==> config.mk <==
export PLATFORM = sky130hd
export DESIGN_NAME = mem_port_top
export DESIGN_NICKNAME = d
export VERILOG_FILES = /design/src/mem_port_pkg.sv /design/src/cache_warmup.sv /design/src/mem_port_top.sv /design/src/port_arbiter_ctrl.sv /design/src/read_mux.sv /design/src/reset_stretch.sv
export SDC_FILE = /design/constraint.sdc
export NUM_CORES = 1
export LEC_CHECK = 0
export ABC_CLOCK_PERIOD_IN_PS = 2730
export BUFFER_PORTS_ARGS = -buffer_cell sky130_fd_sc_hd__clkbuf_2
export CAP_MARGIN = 20
export CORE_MARGIN = 10
export CORE_UTILIZATION = 41
export CTS_CLUSTER_DIAMETER = 120
export DETAILED_ROUTE_END_ITERATION = 10
export GPL_TIMING_DRIVEN = 0
export PLACE_DENSITY_LB_ADDON = 0.05
export SLEW_MARGIN = 20
export SYNTH_ARGS = -nofsm -noshare
export SYNTH_HDL_FRONTEND = slang
export SYNTH_SLANG_ARGS = --single-unit
==> constraint.sdc <==
create_clock -name Clk -period 2.73 [get_ports Clk]
set_input_delay 0.546 -clock Clk [delete_from_list [all_inputs] [get_ports Clk]]
set_output_delay 0.546 -clock Clk [all_outputs]
set_load 0.005 [all_outputs]
==> src/mem_port_pkg.sv <==
package mem_port_pkg;

    // ********************
    // Port geometry.
    // ********************
    localparam int ADDR_W        = 32;
    localparam int DATA_W        = 32;
    localparam int LEN_W         = 4;
    localparam int LINE_BEATS    = 8;
    localparam int LINE_OFFSET_W = 5;
    localparam int BEAT_SIZE     = 2;

    localparam logic [LEN_W-1:0] REFILL_LEN = LEN_W'(LINE_BEATS - 1);

    // ********************
    // Start-up timing.
    // ********************
    localparam int STRETCH_CYCLES = 128;
    localparam int STRETCH_W      = $clog2(STRETCH_CYCLES);
    localparam int WARMUP_READS   = 3;
    localparam int WARMUP_W       = $clog2(WARMUP_READS + 1);

    localparam logic [STRETCH_W-1:0] STRETCH_LAST = STRETCH_W'(STRETCH_CYCLES - 1);
    localparam logic [WARMUP_W-1:0]  WARMUP_INIT  = WARMUP_W'(WARMUP_READS);

    // Read sources, listed in priority order. Also the AR id.
    typedef enum logic [1:0] {
        SRC_DATA = 2'd0,
        SRC_INST = 2'd1,
        SRC_UNC  = 2'd2
    } src_e;

    typedef enum logic [1:0] {
        ST_IDLE = 2'd0,
        ST_ADDR = 2'd1,
        ST_DATA = 2'd2
    } arb_state_e;

endpackage

==> src/cache_warmup.sv <==
module cache_warmup (
    input  logic Clk,
    input  logic core_reset_i,
    input  logic unc_last_i,
    output logic refill_open_o
);

    logic [mem_port_pkg::WARMUP_W-1:0] left_q;

    // Uncached reads still to complete before refills are let through.
    always_ff @(posedge Clk) begin
        if (core_reset_i) begin
            left_q <= mem_port_pkg::WARMUP_INIT;
        end else if (unc_last_i && (left_q != '0)) begin
            left_q <= left_q - 1'b1;
        end
    end

    assign refill_open_o = (left_q == '0);

    // ********************
    // Checks.
    // ********************

    // Once open, refills stay open until the next reset.
    a_open_sticky: assert property (
        @(posedge Clk) disable iff (core_reset_i)
        refill_open_o |=> refill_open_o
    ) else $error("refill gate closed again outside reset");

endmodule

==> src/mem_port_top.sv <==
module mem_port_top (
    input  logic                              Clk,
    input  logic                              Myreset,

    input  logic                              data_req_i,
    input  logic [mem_port_pkg::ADDR_W-1:0]   data_addr_i,
    output logic                              data_rvalid_o,
    output logic                              data_done_o,
    input  logic                              inst_req_i,
    input  logic [mem_port_pkg::ADDR_W-1:0]   inst_addr_i,
    output logic                              inst_rvalid_o,
    output logic                              inst_done_o,
    input  logic                              unc_req_i,
    input  logic [mem_port_pkg::ADDR_W-1:0]   unc_addr_i,
    output logic                              unc_rvalid_o,
    output logic                              unc_done_o,
    output logic [mem_port_pkg::DATA_W-1:0]   rdata_o,

    output logic                              ar_valid_o,
    output logic [mem_port_pkg::ADDR_W-1:0]   ar_addr_o,
    output logic [mem_port_pkg::LEN_W-1:0]    ar_len_o,
    output mem_port_pkg::src_e                ar_id_o,
    input  logic                              ar_ready_i,
    input  logic                              r_valid_i,
    input  logic [mem_port_pkg::DATA_W-1:0]   r_data_i,
    input  logic                              r_last_i,
    output logic                              r_ready_o
);

    logic               core_reset;
    logic               refill_open;
    logic               unc_last;
    mem_port_pkg::src_e grant;
    logic               grant_load;
    logic               addr_phase;
    logic               data_phase;
    logic               ar_done;
    logic               beat;
    logic               last_beat;

    reset_stretch u_reset_stretch (
        .Clk          (Clk),
        .Myreset      (Myreset),
        .core_reset_o (core_reset)
    );

    cache_warmup u_cache_warmup (
        .Clk           (Clk),
        .core_reset_i  (core_reset),
        .unc_last_i    (unc_last),
        .refill_open_o (refill_open)
    );

    port_arbiter_ctrl u_ctrl (
        .Clk           (Clk),
        .core_reset_i  (core_reset),
        .refill_open_i (refill_open),
        .data_req_i    (data_req_i),
        .inst_req_i    (inst_req_i),
        .unc_req_i     (unc_req_i),
        .ar_done_i     (ar_done),
        .last_beat_i   (last_beat),
        .grant_o       (grant),
        .grant_load_o  (grant_load),
        .addr_phase_o  (addr_phase),
        .data_phase_o  (data_phase),
        .data_done_o   (data_done_o),
        .inst_done_o   (inst_done_o),
        .unc_done_o    (unc_done_o),
        .unc_last_o    (unc_last)
    );

    read_mux u_read_mux (
        .Clk           (Clk),
        .core_reset_i  (core_reset),
        .grant_i       (grant),
        .grant_load_i  (grant_load),
        .addr_phase_i  (addr_phase),
        .data_phase_i  (data_phase),
        .data_addr_i   (data_addr_i),
        .inst_addr_i   (inst_addr_i),
        .unc_addr_i    (unc_addr_i),
        .ar_ready_i    (ar_ready_i),
        .r_valid_i     (r_valid_i),
        .r_data_i      (r_data_i),
        .r_last_i      (r_last_i),
        .ar_valid_o    (ar_valid_o),
        .ar_addr_o     (ar_addr_o),
        .ar_len_o      (ar_len_o),
        .ar_id_o       (ar_id_o),
        .r_ready_o     (r_ready_o),
        .rdata_o       (rdata_o),
        .data_rvalid_o (data_rvalid_o),
        .inst_rvalid_o (inst_rvalid_o),
        .unc_rvalid_o  (unc_rvalid_o),
        .ar_done_o     (ar_done),
        .beat_o        (beat),
        .last_beat_o   (last_beat)
    );

endmodule

==> src/port_arbiter_ctrl.sv <==
module port_arbiter_ctrl (
    input  logic               Clk,
    input  logic               core_reset_i,
    input  logic               refill_open_i,
    input  logic               data_req_i,
    input  logic               inst_req_i,
    input  logic               unc_req_i,
    input  logic               ar_done_i,
    input  logic               last_beat_i,
    output mem_port_pkg::src_e grant_o,
    output logic               grant_load_o,
    output logic               addr_phase_o,
    output logic               data_phase_o,
    output logic               data_done_o,
    output logic               inst_done_o,
    output logic               unc_done_o,
    output logic               unc_last_o
);

    mem_port_pkg::arb_state_e state_q;
    mem_port_pkg::arb_state_e state_d;
    mem_port_pkg::src_e       grant_q;
    mem_port_pkg::src_e       pick;
    logic                     data_ok;
    logic                     inst_ok;
    logic                     any_req;
    logic                     finish;

    // ********************
    // Fixed priority.
    // ********************

    // Refills wait for the warm-up gate.
    assign data_ok = data_req_i & refill_open_i;
    assign inst_ok = inst_req_i & refill_open_i;
    assign any_req = data_ok | inst_ok | unc_req_i;

    always_comb begin
        if (data_ok) begin
            pick = mem_port_pkg::SRC_DATA;
        end else if (inst_ok) begin
            pick = mem_port_pkg::SRC_INST;
        end else begin
            pick = mem_port_pkg::SRC_UNC;
        end
    end

    assign grant_load_o = (state_q == mem_port_pkg::ST_IDLE) && any_req;
    assign grant_o      = (state_q == mem_port_pkg::ST_IDLE) ? pick : grant_q;

    // ********************
    // Phase sequencing.
    // ********************
    assign addr_phase_o = (state_q == mem_port_pkg::ST_ADDR);
    assign data_phase_o = (state_q == mem_port_pkg::ST_DATA);
    assign finish       = data_phase_o && last_beat_i;

    always_comb begin
        state_d = state_q;
        case (state_q)
            mem_port_pkg::ST_IDLE: begin
                if (any_req) begin
                    state_d = mem_port_pkg::ST_ADDR;
                end
            end
            mem_port_pkg::ST_ADDR: begin
                if (ar_done_i) begin
                    state_d = mem_port_pkg::ST_DATA;
                end
            end
            mem_port_pkg::ST_DATA: begin
                if (last_beat_i) begin
                    state_d = mem_port_pkg::ST_IDLE;
                end
            end
            default: state_d = mem_port_pkg::ST_IDLE;
        endcase
    end

    always_ff @(posedge Clk) begin
        if (core_reset_i) begin
            state_q <= mem_port_pkg::ST_IDLE;
            grant_q <= mem_port_pkg::SRC_DATA;
        end else begin
            state_q <= state_d;
            if (grant_load_o) begin
                grant_q <= pick;
            end
        end
    end

    // Done goes to the owner of the finished burst.
    assign data_done_o = finish && (grant_q == mem_port_pkg::SRC_DATA);
    assign inst_done_o = finish && (grant_q == mem_port_pkg::SRC_INST);
    assign unc_done_o  = finish && (grant_q == mem_port_pkg::SRC_UNC);
    assign unc_last_o  = unc_done_o;

    // ********************
    // Checks.
    // ********************
    a_grant_hold: assert property (
        @(posedge Clk) disable iff (core_reset_i)
        (state_q != mem_port_pkg::ST_IDLE) |-> $stable(grant_o)
    ) else $error("grant changed during a transaction");

    // A done closes the data phase and the port goes idle next.
    a_done_in_data: assert property (
        @(posedge Clk) disable iff (core_reset_i)
        (data_done_o || inst_done_o || unc_done_o) |->
            (state_q == mem_port_pkg::ST_DATA) ##1 (state_q == mem_port_pkg::ST_IDLE)
    ) else $error("done pulse outside the data phase");

endmodule

==> src/read_mux.sv <==
module read_mux (
    input  logic                              Clk,
    input  logic                              core_reset_i,
    input  mem_port_pkg::src_e                grant_i,
    input  logic                              grant_load_i,
    input  logic                              addr_phase_i,
    input  logic                              data_phase_i,
    input  logic [mem_port_pkg::ADDR_W-1:0]   data_addr_i,
    input  logic [mem_port_pkg::ADDR_W-1:0]   inst_addr_i,
    input  logic [mem_port_pkg::ADDR_W-1:0]   unc_addr_i,
    input  logic                              ar_ready_i,
    input  logic                              r_valid_i,
    input  logic [mem_port_pkg::DATA_W-1:0]   r_data_i,
    input  logic                              r_last_i,
    output logic                              ar_valid_o,
    output logic [mem_port_pkg::ADDR_W-1:0]   ar_addr_o,
    output logic [mem_port_pkg::LEN_W-1:0]    ar_len_o,
    output mem_port_pkg::src_e                ar_id_o,
    output logic                              r_ready_o,
    output logic [mem_port_pkg::DATA_W-1:0]   rdata_o,
    output logic                              data_rvalid_o,
    output logic                              inst_rvalid_o,
    output logic                              unc_rvalid_o,
    output logic                              ar_done_o,
    output logic                              beat_o,
    output logic                              last_beat_o
);

    logic [mem_port_pkg::ADDR_W-1:0] sel_addr;
    logic [mem_port_pkg::ADDR_W-1:0] addr_q;
    logic [mem_port_pkg::LEN_W-1:0]  len_q;
    mem_port_pkg::src_e              id_q;
    logic                            refill;

    // ********************
    // Request capture.
    // ********************
    always_comb begin
        case (grant_i)
            mem_port_pkg::SRC_DATA: sel_addr = data_addr_i;
            mem_port_pkg::SRC_INST: sel_addr = inst_addr_i;
            default:                sel_addr = unc_addr_i;
        endcase
    end

    assign refill = (grant_i != mem_port_pkg::SRC_UNC);

    // Refills fetch the whole line from its start. A single read is only
    // word aligned, the size code doubling as the offset width.
    always_ff @(posedge Clk) begin
        if (grant_load_i) begin
            id_q <= grant_i;
            if (refill) begin
                addr_q <= {sel_addr[mem_port_pkg::ADDR_W-1:mem_port_pkg::LINE_OFFSET_W],
                           {mem_port_pkg::LINE_OFFSET_W{1'b0}}};
                len_q  <= mem_port_pkg::REFILL_LEN;
            end else begin
                addr_q <= {sel_addr[mem_port_pkg::ADDR_W-1:mem_port_pkg::BEAT_SIZE],
                           {mem_port_pkg::BEAT_SIZE{1'b0}}};
                len_q  <= '0;
            end
        end
    end

    // ********************
    // AR and R channels.
    // ********************
    assign ar_valid_o = addr_phase_i;
    assign ar_addr_o  = addr_q;
    assign ar_len_o   = len_q;
    assign ar_id_o    = id_q;
    assign ar_done_o  = addr_phase_i & ar_ready_i;

    assign r_ready_o   = data_phase_i;
    assign beat_o      = r_valid_i & data_phase_i;
    assign last_beat_o = beat_o & r_last_i;
    assign rdata_o     = r_data_i;

    // Beats go only to the source that owns the burst.
    assign data_rvalid_o = beat_o && (id_q == mem_port_pkg::SRC_DATA);
    assign inst_rvalid_o = beat_o && (id_q == mem_port_pkg::SRC_INST);
    assign unc_rvalid_o  = beat_o && (id_q == mem_port_pkg::SRC_UNC);

    // ********************
    // Checks.
    // ********************
    a_ar_hold: assert property (
        @(posedge Clk) disable iff (core_reset_i)
        (ar_valid_o && !ar_ready_i) |=>
            (ar_valid_o && $stable(ar_addr_o) && $stable(ar_len_o) && $stable(ar_id_o))
    ) else $error("AR request changed while stalled");

endmodule

==> src/reset_stretch.sv <==
module reset_stretch (
    input  logic Clk,
    input  logic Myreset,
    output logic core_reset_o
);

    logic [mem_port_pkg::STRETCH_W-1:0] cnt_q;
    logic                               hold_q;

    // The core stays in reset while the counter runs up after the external
    // reset has gone low.
    always_ff @(posedge Clk) begin
        if (Myreset) begin
            hold_q <= 1'b1;
            cnt_q  <= '0;
        end else if (hold_q) begin
            cnt_q <= cnt_q + 1'b1;
            if (cnt_q == mem_port_pkg::STRETCH_LAST) begin
                hold_q <= 1'b0;
            end
        end
    end

    assign core_reset_o = hold_q;

endmodule

-- Yosys cells after proc, flatten, opt, wreduce, memory -nomap -nowiden
Cells that the tools add are included.
- flip-flop bits (word level): 52
- bits of input ports: 136
- output and inout port bits: 78
- word-level logic and storage cells: 57
- add/subtract/negate cells: 2
- equality and inequality tests: 12
- muxes and demuxes: 11
- bitwise operators: 7
- reduce and logical (&&, ||, !) cells: 16
- operators with widths (cell ; number):
    $pmux 32 s2 ; 1
    $mux 2 ; 6
    $logic_not 2->1 ; 5
    $logic_and 1x1->1 ; 9
    $eq 2x1->1 const B ; 4
    $add 7x1->7 const B ; 1
    $eq 7x7->1 const B ; 1
    $eq 2x2->1 const B ; 3
    $pmux 2 s3 ; 1
    $and 1x1->1 ; 5
    $ne 2x1->1 const B ; 2
    $ne 2x2->1 const B ; 2
    $mux 3 ; 1
    $reduce_and 3->1 ; 1
    $mux 1 ; 2
    $or 1x1->1 ; 2
    $reduce_bool 2->1 ; 1
    $sub 2x1->2 const B ; 1

-- Depth between registers and ports, before layout
Gate-level depths: netlist (run 1).
- depth in word-level cells: 7
- gate-level depth with buffers: 8
- gate-level depth less buffers: 6

-- Hierarchy
A second synthesis (run 1) with hierarchy kept.
- cell total of the unflattened synthesis: 251
- area total of the unflattened synthesis: 2646.3 sq um
- modules (own cells, without submodules) (module ; instances ; cells an instance ; area an instance (sq um) ; sequential area each (sq um)):
    read_mux ; 1 ; 175 ; 1941.9 ; 991.0
    reset_stretch ; 1 ; 35 ; 337.8 ; 160.2
    port_arbiter_ctrl ; 1 ; 29 ; 252.7 ; 80.1
    cache_warmup ; 1 ; 12 ; 113.9 ; 40.0

-- Worst setup path before layout (run 1)
OpenSTA, ideal clock, no wires.
- path kind: register -> register
- start: reg u_ctrl.state_q[1]
- end: reg u_read_mux.addr_q, in the netlist u_read_mux.ar_addr_o[10], enable pin
- library setup time: 0.388 ns
- arrival: 1.670 ns
- data required time: 2.342 ns
- path slack: 0.673 ns
- stages on the path, launching flop included: 6
- buffers on the path: 2
- period minus slack after synthesis: 2.057 ns
- path through: dfxtp_1 > or2_1 > buf_6 > buf_2 > a21o_1 > inv_1
- cells in the longest elaborated chain, start to end: 2
- ends and longest elaborated chain (what ; line ; source):
    start: declaration ; port_arbiter_ctrl.sv:20 ; mem_port_pkg::arb_state_e state_q;
    start signal: assignment ; port_arbiter_ctrl.sv:82 ; state_q <= mem_port_pkg::ST_IDLE;
    start signal: assignment ; port_arbiter_ctrl.sv:85 ; state_q <= state_d;
    $logic_not 2->1 ; port_arbiter_ctrl.sv:48 ; assign grant_load_o = (state_q == mem_port_pkg::ST_IDLE) && any_req;
    $logic_and 1x1->1 ; port_arbiter_ctrl.sv:48 ;
    via grant_load ; mem_port_top.sv:34 ; logic grant_load;
    end signal: assignment ; read_mux.sv:54 ; addr_q <= {sel_addr[mem_port_pkg::ADDR_W-1:mem_port_pkg::LINE_OFFSET_W],
    end signal: assignment ; read_mux.sv:58 ; addr_q <= {sel_addr[mem_port_pkg::ADDR_W-1:mem_port_pkg::BEAT_SIZE],
    end: declaration ; read_mux.sv:30 ; logic [mem_port_pkg::ADDR_W-1:0] addr_q;
The timed path passes the listed nets, and every way through them passes these cells.
A chain may end at the register's enable or synchronous reset.

-- Worst setup path after layout (run 1)
- start: reg u_ctrl.grant_q[0]
- end: out inst_done_o
- cells in the longest elaborated chain, start to end: 2
- ends and longest elaborated chain (what ; line ; source):
    start: declaration ; port_arbiter_ctrl.sv:22 ; mem_port_pkg::src_e grant_q;
    start signal: assignment ; port_arbiter_ctrl.sv:83 ; grant_q <= mem_port_pkg::SRC_DATA;
    start signal: assignment ; port_arbiter_ctrl.sv:87 ; grant_q <= pick;
    $eq 2x1->1 ; port_arbiter_ctrl.sv:94 ; assign inst_done_o = finish && (grant_q == mem_port_pkg::SRC_INST);
    $logic_and 1x1->1 ; port_arbiter_ctrl.sv:94 ;
    end: declaration ; mem_port_top.sv:12 ; output logic inst_done_o,
No other way between the ends.

==> key figures, run 1 <==
Layout
  – Non-filler cells, final: 560
  – Layout cells sized above 1: 56.0%
  – Post-layout util: 57.8%
  – Fillcell total: 663
  – N_diodes: 0
  – Post-route design area: 0.00399 mm2
  – Fin nets: 601
  – P&R area growth vs syn: 35.3%

Clocking
  – Worst-path clk slew: 90 ps
  – H-tree levels: 2
  – Longest Clk Path Bufs: 2
  – Clock Latency Late Sink: 300 ps
  – CTS tree: yes
  – Post-CTS Resized: 0
  – Post-CTS setup buffers: 0
  – Clock Tree Root: clkbuf_8
  – TritonCTS Buffers: 5
  – Hold_buf cts: 0
  – CTS sink cnt: 47

Routing
  – Wire length per cell: 17.8 um
  – DR pass1 iterations: 6
  – Drc violations: 0
  – DRT Wirelength: 9950 um
  – DRT iter0 DRCs: 157
  – Vias per inst: 5.10
  – Post-route ant nets: 0
  – Vias post-DR: 2857

Setup path
  – CP Launch Type: register
  – CP Max Fanout: 10
  – Critical setup path kind: register to output pin
  – Setup crit end kind: output pin
  – R2r setup slk: 680 ps
  – CP arrival: 1830 ps
  – Critical R2R Launch: u_ctrl.state_q[1]
  – Critical path, cell by cell: buf_2, buf_1, nand3_1, nor3_1, clkbuf_2
  – Crit path max-delay cell type: buf_1
  – R2r endpoint: u_read_mux.ar_addr_o[22]
  – Worst path max stage delay: 530 ps
  – Worst-case reg-to-reg path depth: 5
  – Critical Path End: inst_done_o
  – Req. time, crit path: 2180 ps
  – Worst setup path startpoint: u_ctrl.grant_q[0]

Global routing
  – First-pass GRT wire length: 15300 um
  – GRT Residual Overflow: 0
  – Initial antenna violation count: 0
  – Vias in the first global route: 3050
  – Largest net degree at the start of global routing: 34
  – GRT Total Usage: 17.1%

Synth
  – Gate Count Post-Synth: 289
  – XOR/XNOR Fraction of Synth Area: 1.48%
  – Synth warn: 0
  – Post-synthesis mux area share: 11.5%
  – Dominant cell type by area after synthesis: edfxtp_1
  – Largest family of logic cells by synthesized area: compound AO/OA/AOI/OAI gates
  – Flops & latches, synth: 47
  – Post-synth EDFFs: 33
  – Synth Area in Adders: 0.848%
  – Post-synthesis simple-gate area fraction: 11.6%
  – Area of the mapped netlist: 0.00295 mm2
  – Netlist cell types: 38
  – Compound-cell area share of the yosys netlist: 16.6%
  – Top FF cell, synth: edfxtp_1
  – FFs w/ async S/R, synth: 0%
  – Commonest cells post-synth: buf_4, nor2_1, edfxtp_1, a21oi_1
  – Share of the synthesized area in the top cell type: 33.6%
  – Sequential area share after synthesis: 43.1%
  – Synth area leaders: edfxtp_1, mux2_2, buf_4, dfxtp_1, a222oi_1
  – Avg Cell Area, Syn: 10.2 um2

Place
  – Dpl cell area: 0.00390 mm2
  – IO Port Bufs: 165
  – GPL Wtd Cong: 0.730
  – Post-DP HPWL: 8090 um
  – Placed cells: 552
  – Setup WS pre-CTS: 648 ps

Timing
  – Setup ws final: 355 ps
  – Actual slew at the worst max-slew pin: 719 ps
  – Slew Viols, Final: 0
  – Clock Skew: 5.83 ps
  – Final Hold Fails: 0
  – Unrepaired setup endpoints after global routing: false
  – Fin crit share: 87.0%
  – Slew HR: 52.0%
  – Endpoints failing setup: 0
  – WHS: 456 ps
  – Crit path time final: 2380 ps
  – Setup TNS: 0 ps
  – Top achievable clock speed: 421 MHz

Floorplanning
  – Starting density of the core: 42.7%
  – Die area: 0.0110 mm2
  – Row count: 30
  – Die height: 105 um
  – I/O Pins: 214
  – CORE AREA: 0.00691 mm2
  – Die W: 105 um

Status
  – Status: complete, no violations

Pwr
  – Leakage Power: 1.89 nW
  – Maximum VDD drop: 192 uV
  – Power Density: 376 mW/mm2
  – Final Power: 1.50 mW

Run
  – Max-cap violation count: 0

Worst hold path
  – HP Class: input port to register
[layout make-up]
cell class / instances / area [um2] / share of cell area [%]
Buffer: 59 / 410 / 10.3
Clock inverter: 3 / 18.8 / 0.470
Clock buffer: 5 / 68.8 / 1.72
Inverter: 7 / 26.3 / 0.658
Multi-Input combinational cell: 178 / 1250 / 31.3
Timing Repair Buffer: 165 / 826 / 20.7
Sequential cell: 47 / 1270 / 31.8
Tap cell: 96 / 120 / 3.01
[where the power goes]
part / internal [mW] / switching, mW
Sequential: 0.795 / 0.0110
Combinational: 0.155 / 0.104
Clock: 0.181 / 0.253
[state kept, by name, summed over array words and instances, names as in the netlist]
signal                        cells
u_read_mux.ar_id_o                2
u_cache_warmup.left_q             2
u_reset_stretch.cnt_q             7
u_ctrl.grant_q                    2
u_read_mux.ar_len_o               1
u_ctrl.state_q                    2
u_reset_stretch.core_reset_o      1
u_read_mux.ar_addr_o             30
[layout by cell type (no fill, tap or decap), types with 2 or more instances in the layout]
cell type and count:
a222oi_1 27, conb_1 3, nand2_1 8, xor2_1 3, edfxtp_1 33, inv_1 6, clkinv_2 2, clkbuf_1 3
clkbuf_2 165, nand2b_1 3, nor3_1 4, mux2_2 27, dfxtp_1 14, a21o_1 2, buf_4 38, mux2i_1 2
or2_1 2, nor2_1 38, nand4_1 3, buf_6 4, clkbuf_8 5, nor3b_1 2, ha_1 2, and2_1 3
or3_1 2, o21ai_0 3, buf_2 13, a21oi_1 31, xnor2_1 2
[critical path: cells and delay by family (launching register included)]
kind / cells / cell delay (ps)
buffers and inverters: 3 / 880
flip-flops: 1 / 310
AND/OR/NAND/NOR: 2 / 330
[kinds of logic (layout without fill, tap and decap cells)]
family          after synthesis  count (layout)
simple gates                 71              71
buf+inv                      66             239
flops                        47              47
fa+ha+maj                     2               2
compound gates               67              67
other cells                   1               3
mux                          30              30
xor+xnor                      5               5
[how the worst min path moves through the flow]
| stage | from | to | slack, ps | cells past startpoint |
|---|---|---|---|---|
| detailed placement | u_reset_stretch.cnt_q[5] | u_reset_stretch.cnt_q[5] | 480 | 2 |
| global placement | u_reset_stretch.cnt_q[6] | u_reset_stretch.cnt_q[6] | 470 | 2 |
| floorplan | u_reset_stretch.cnt_q[5] | u_reset_stretch.cnt_q[5] | 460 | 2 |
| finish | ar_ready_i | u_ctrl.state_q[0] | 460 | 2 |
| CTS | ar_ready_i | u_ctrl.state_q[0] | 450 | 2 |
| global route | ar_ready_i | u_ctrl.state_q[0] | 440 | 2 |
[layer usage]
metal	track usage, %	vias to the layer above	share of wire [%]
met5	0	-	0
met4	3.82	0	0.63
met3	7.13	4	11
met2	30.6	164	49
met1	18.3	1292	39
li1	-	1397	-
(Power assumes the default switching activity.)
==> run 2, diff against run 1 <==
--- a/config.mk
+++ b/config.mk
@@ -6,11 +6,11 @@
 export NUM_CORES = 1
 export LEC_CHECK = 0
 export ABC_CLOCK_PERIOD_IN_PS = 2730
-export BUFFER_PORTS_ARGS = -buffer_cell sky130_fd_sc_hd__clkbuf_2
+export BUFFER_PORTS_ARGS = -buffer_cell sky130_fd_sc_hd__buf_4
 export CAP_MARGIN = 20
 export CORE_MARGIN = 10
 export CORE_UTILIZATION = 41
-export CTS_CLUSTER_DIAMETER = 120
+export CTS_CLUSTER_DIAMETER = 40
 export DETAILED_ROUTE_END_ITERATION = 10
 export GPL_TIMING_DRIVEN = 0
 export PLACE_DENSITY_LB_ADDON = 0.05
==> run 2 against run 1 <==
  * Core utilization rose by 5.9 points
  * Wire length up 3.0%
  * Cell count stayed put
  * Final area increased by 10%
  * Via count grew 0.98%
  * Sequential power hardly changed
  * Sequential share of layout area shrank 3.0 points
  * Register-to-register slack is essentially flat
  * Clock power down 5.8%
==> key figures, run 2 (synthesis gave the netlist of run 1 again) <==
Place
  – GPL Wtd Cong: 0.740
  – Post-DP HPWL: 8330 um
  – IO Port Bufs: 165

Layout
  – Max reg flops: 30
  – N_diodes: 0
  – Commonest non-fill, non-tap cells in the layout: buf_4, nor2_1, edfxtp_1, a21oi_1
  – Layout cells sized above 1: 55.8%
  – Fillcell total: 639
  – P&R area growth vs syn: 49.1%
  – Fin nets: 601
  – Most common cell after layout, fill and taps aside: buf_4

Setup path
  – Req. time, crit path: 2180 ps
  – CP arrival: 1780 ps
  – CP Launch Type: register
  – Worst-case reg-to-reg path depth: 5
  – R2r setup slk: 670 ps
  – R2r endpoint: u_read_mux.ar_addr_o[20]
  – CP Max Fanout: 10
  – Setup crit end kind: output pin
  – Critical setup path kind: register to output pin
  – Critical R2R Launch: u_ctrl.state_q[1]

Global routing
  – GR Layer Usage met3: 8.66%
  – First-pass GRT wire length: 15500 um
  – Largest net degree at the start of global routing: 34
  – Met2 usage: 28.9%
  – Vias in the first global route: 3020
  – GRT Total Usage: 17.2%
  – Initial antenna violation count: 0
  – GR peak layer: met2
  – GRT Residual Overflow: 0
  – GRT met1 Usage: 18.8%

Clocking
  – Post-CTS Resized: 0
  – Hold_buf cts: 0
  – Clock Tree Root: clkbuf_8
  – TritonCTS Buffers: 5
  – Clock Latency Late Sink: 300 ps
  – Worst-path clk slew: 80 ps
  – Post-CTS setup buffers: 0
  – H-tree levels: 2
  – CTS tree: yes
  – Longest Clk Path Bufs: 2
  – CTS sink cnt: 47

Routing
  – Wire length per cell: 18.3 um
  – Drc violations: 0
  – DRT iter0 DRCs: 213
  – DRT Wirelength: 10300 um
  – Post-route ant nets: 0
  – Vias per inst: 5.15
  – DR pass1 iterations: 6
  – Vias post-DR: 2885

Timing
  – Slew HR: 50.7%
  – Actual slew at the worst max-slew pin: 739 ps
  – Fin crit share: 85.0%
  – WHS: 460 ps
  – Final Hold Fails: 0
  – Endpoints failing setup: 0
  – Crit path time final: 2320 ps
  – Clock Skew: 7.11 ps
  – Top achievable clock speed: 431 MHz
  – Unrepaired setup endpoints after global routing: false
  – Setup TNS: 0 ps
  – Slew Viols, Final: 0

Pwr
  – Sw Ratio: 22.3%
  – Sw power: 0.343 mW
  – Power Density: 350 mW/mm2
  – Comb power frac: 21.0%
  – Clock share of power: 26.6%
  – Reg power frac: 52.4%
  – Leakage Power: 1.99 nW
  – Power Internal: 1.20 mW
  – Maximum VDD drop: 165 uV

Floorplanning
  – CORE AREA: 0.00691 mm2
  – Die area: 0.0110 mm2
  – Starting density of the core: 42.7%
  – Die W: 105 um
  – Row count: 30
  – Die height: 105 um
  – I/O Pins: 214

Worst hold path
  – Hold path cells: 2
  – Worst Hold Endpoint: u_ctrl.state_q[0]
  – HP Class: input port to register
  – Hold path startpoint: ar_ready_i

Run
  – Max-cap violation count: 0

Status
  – Status: complete, no violations
[run 2: how the worst max path moves through the flow]
| stage | startpoint | slack, ps | end |
|---|---|---|---|
| 2_1_floorplan | u_ctrl.state_q[1] | 670 | u_read_mux.ar_addr_o[10] |
| 3_3_place_gp | u_ctrl.state_q[1] | 210 | u_read_mux.ar_addr_o[26] |
| 3_5_place_dp | u_ctrl.state_q[1] | 670 | u_read_mux.ar_addr_o[15] |
| 4_1_cts | u_ctrl.grant_q[0] | 360 | inst_done_o |
| 5_1_grt | u_ctrl.grant_q[0] | 260 | inst_done_o |
| 6_report | u_ctrl.grant_q[0] | 410 | inst_done_o |
[run 2: power groups by stage]
stage	logic, mW	clock network (mW)	registers (mW)
floorplan	0.118	0	0.825
global placement	0.319	0	0.822
detailed placement	0.327	0	0.823
CTS	0.328	0.417	0.806
global route	0.353	0.450	0.809
finish	0.323	0.409	0.806
[run 2: per-layer routing]
layer	vias up	share of wire, %
met4	0	2.0
met2	178	48
li1	1386	-
met1	1306	38
met5	-	0
met3	15	12
[run 2: worst max-delay path, cell delays in order (launching register included)]
cell,delay (ps)
dfxtp_1,310
buf_2,190
buf_1,490
nand3_1,130
nor3_1,200
buf_4,160
[run 2: layout make-up]
class / count / area, um2 / share of cell area (%)
plain buffers: 59 / 410 / 9.33
clock buffers: 7 / 77.6 / 1.76
clock inverters: 1 / 5.00 / 0.114
inverters: 7 / 26.3 / 0.597
multi-input cells: 178 / 1250 / 28.4
flip-flops and latches: 47 / 1270 / 28.9
well taps: 96 / 120 / 2.73
repair buffers: 165 / 1240 / 28.2
[run 2: through the flow]
stage / worst slack (ps) / power, mW / instances / instance area [um2] / utilization [%]
global route: 259 / 1.61 / 560 / 4400 / 63.7
detailed placement: 670 / 1.15 / 552 / 4320 / 62.5
CTS: 358 / 1.55 / 560 / 4400 / 63.7
finish: 409 / 1.54 / 560 / 4400 / 63.7
floorplan: 673 / 0.943 / 291 / 2960 / -
global placement: 213 / 1.14 / 552 / 4320 / 62.5
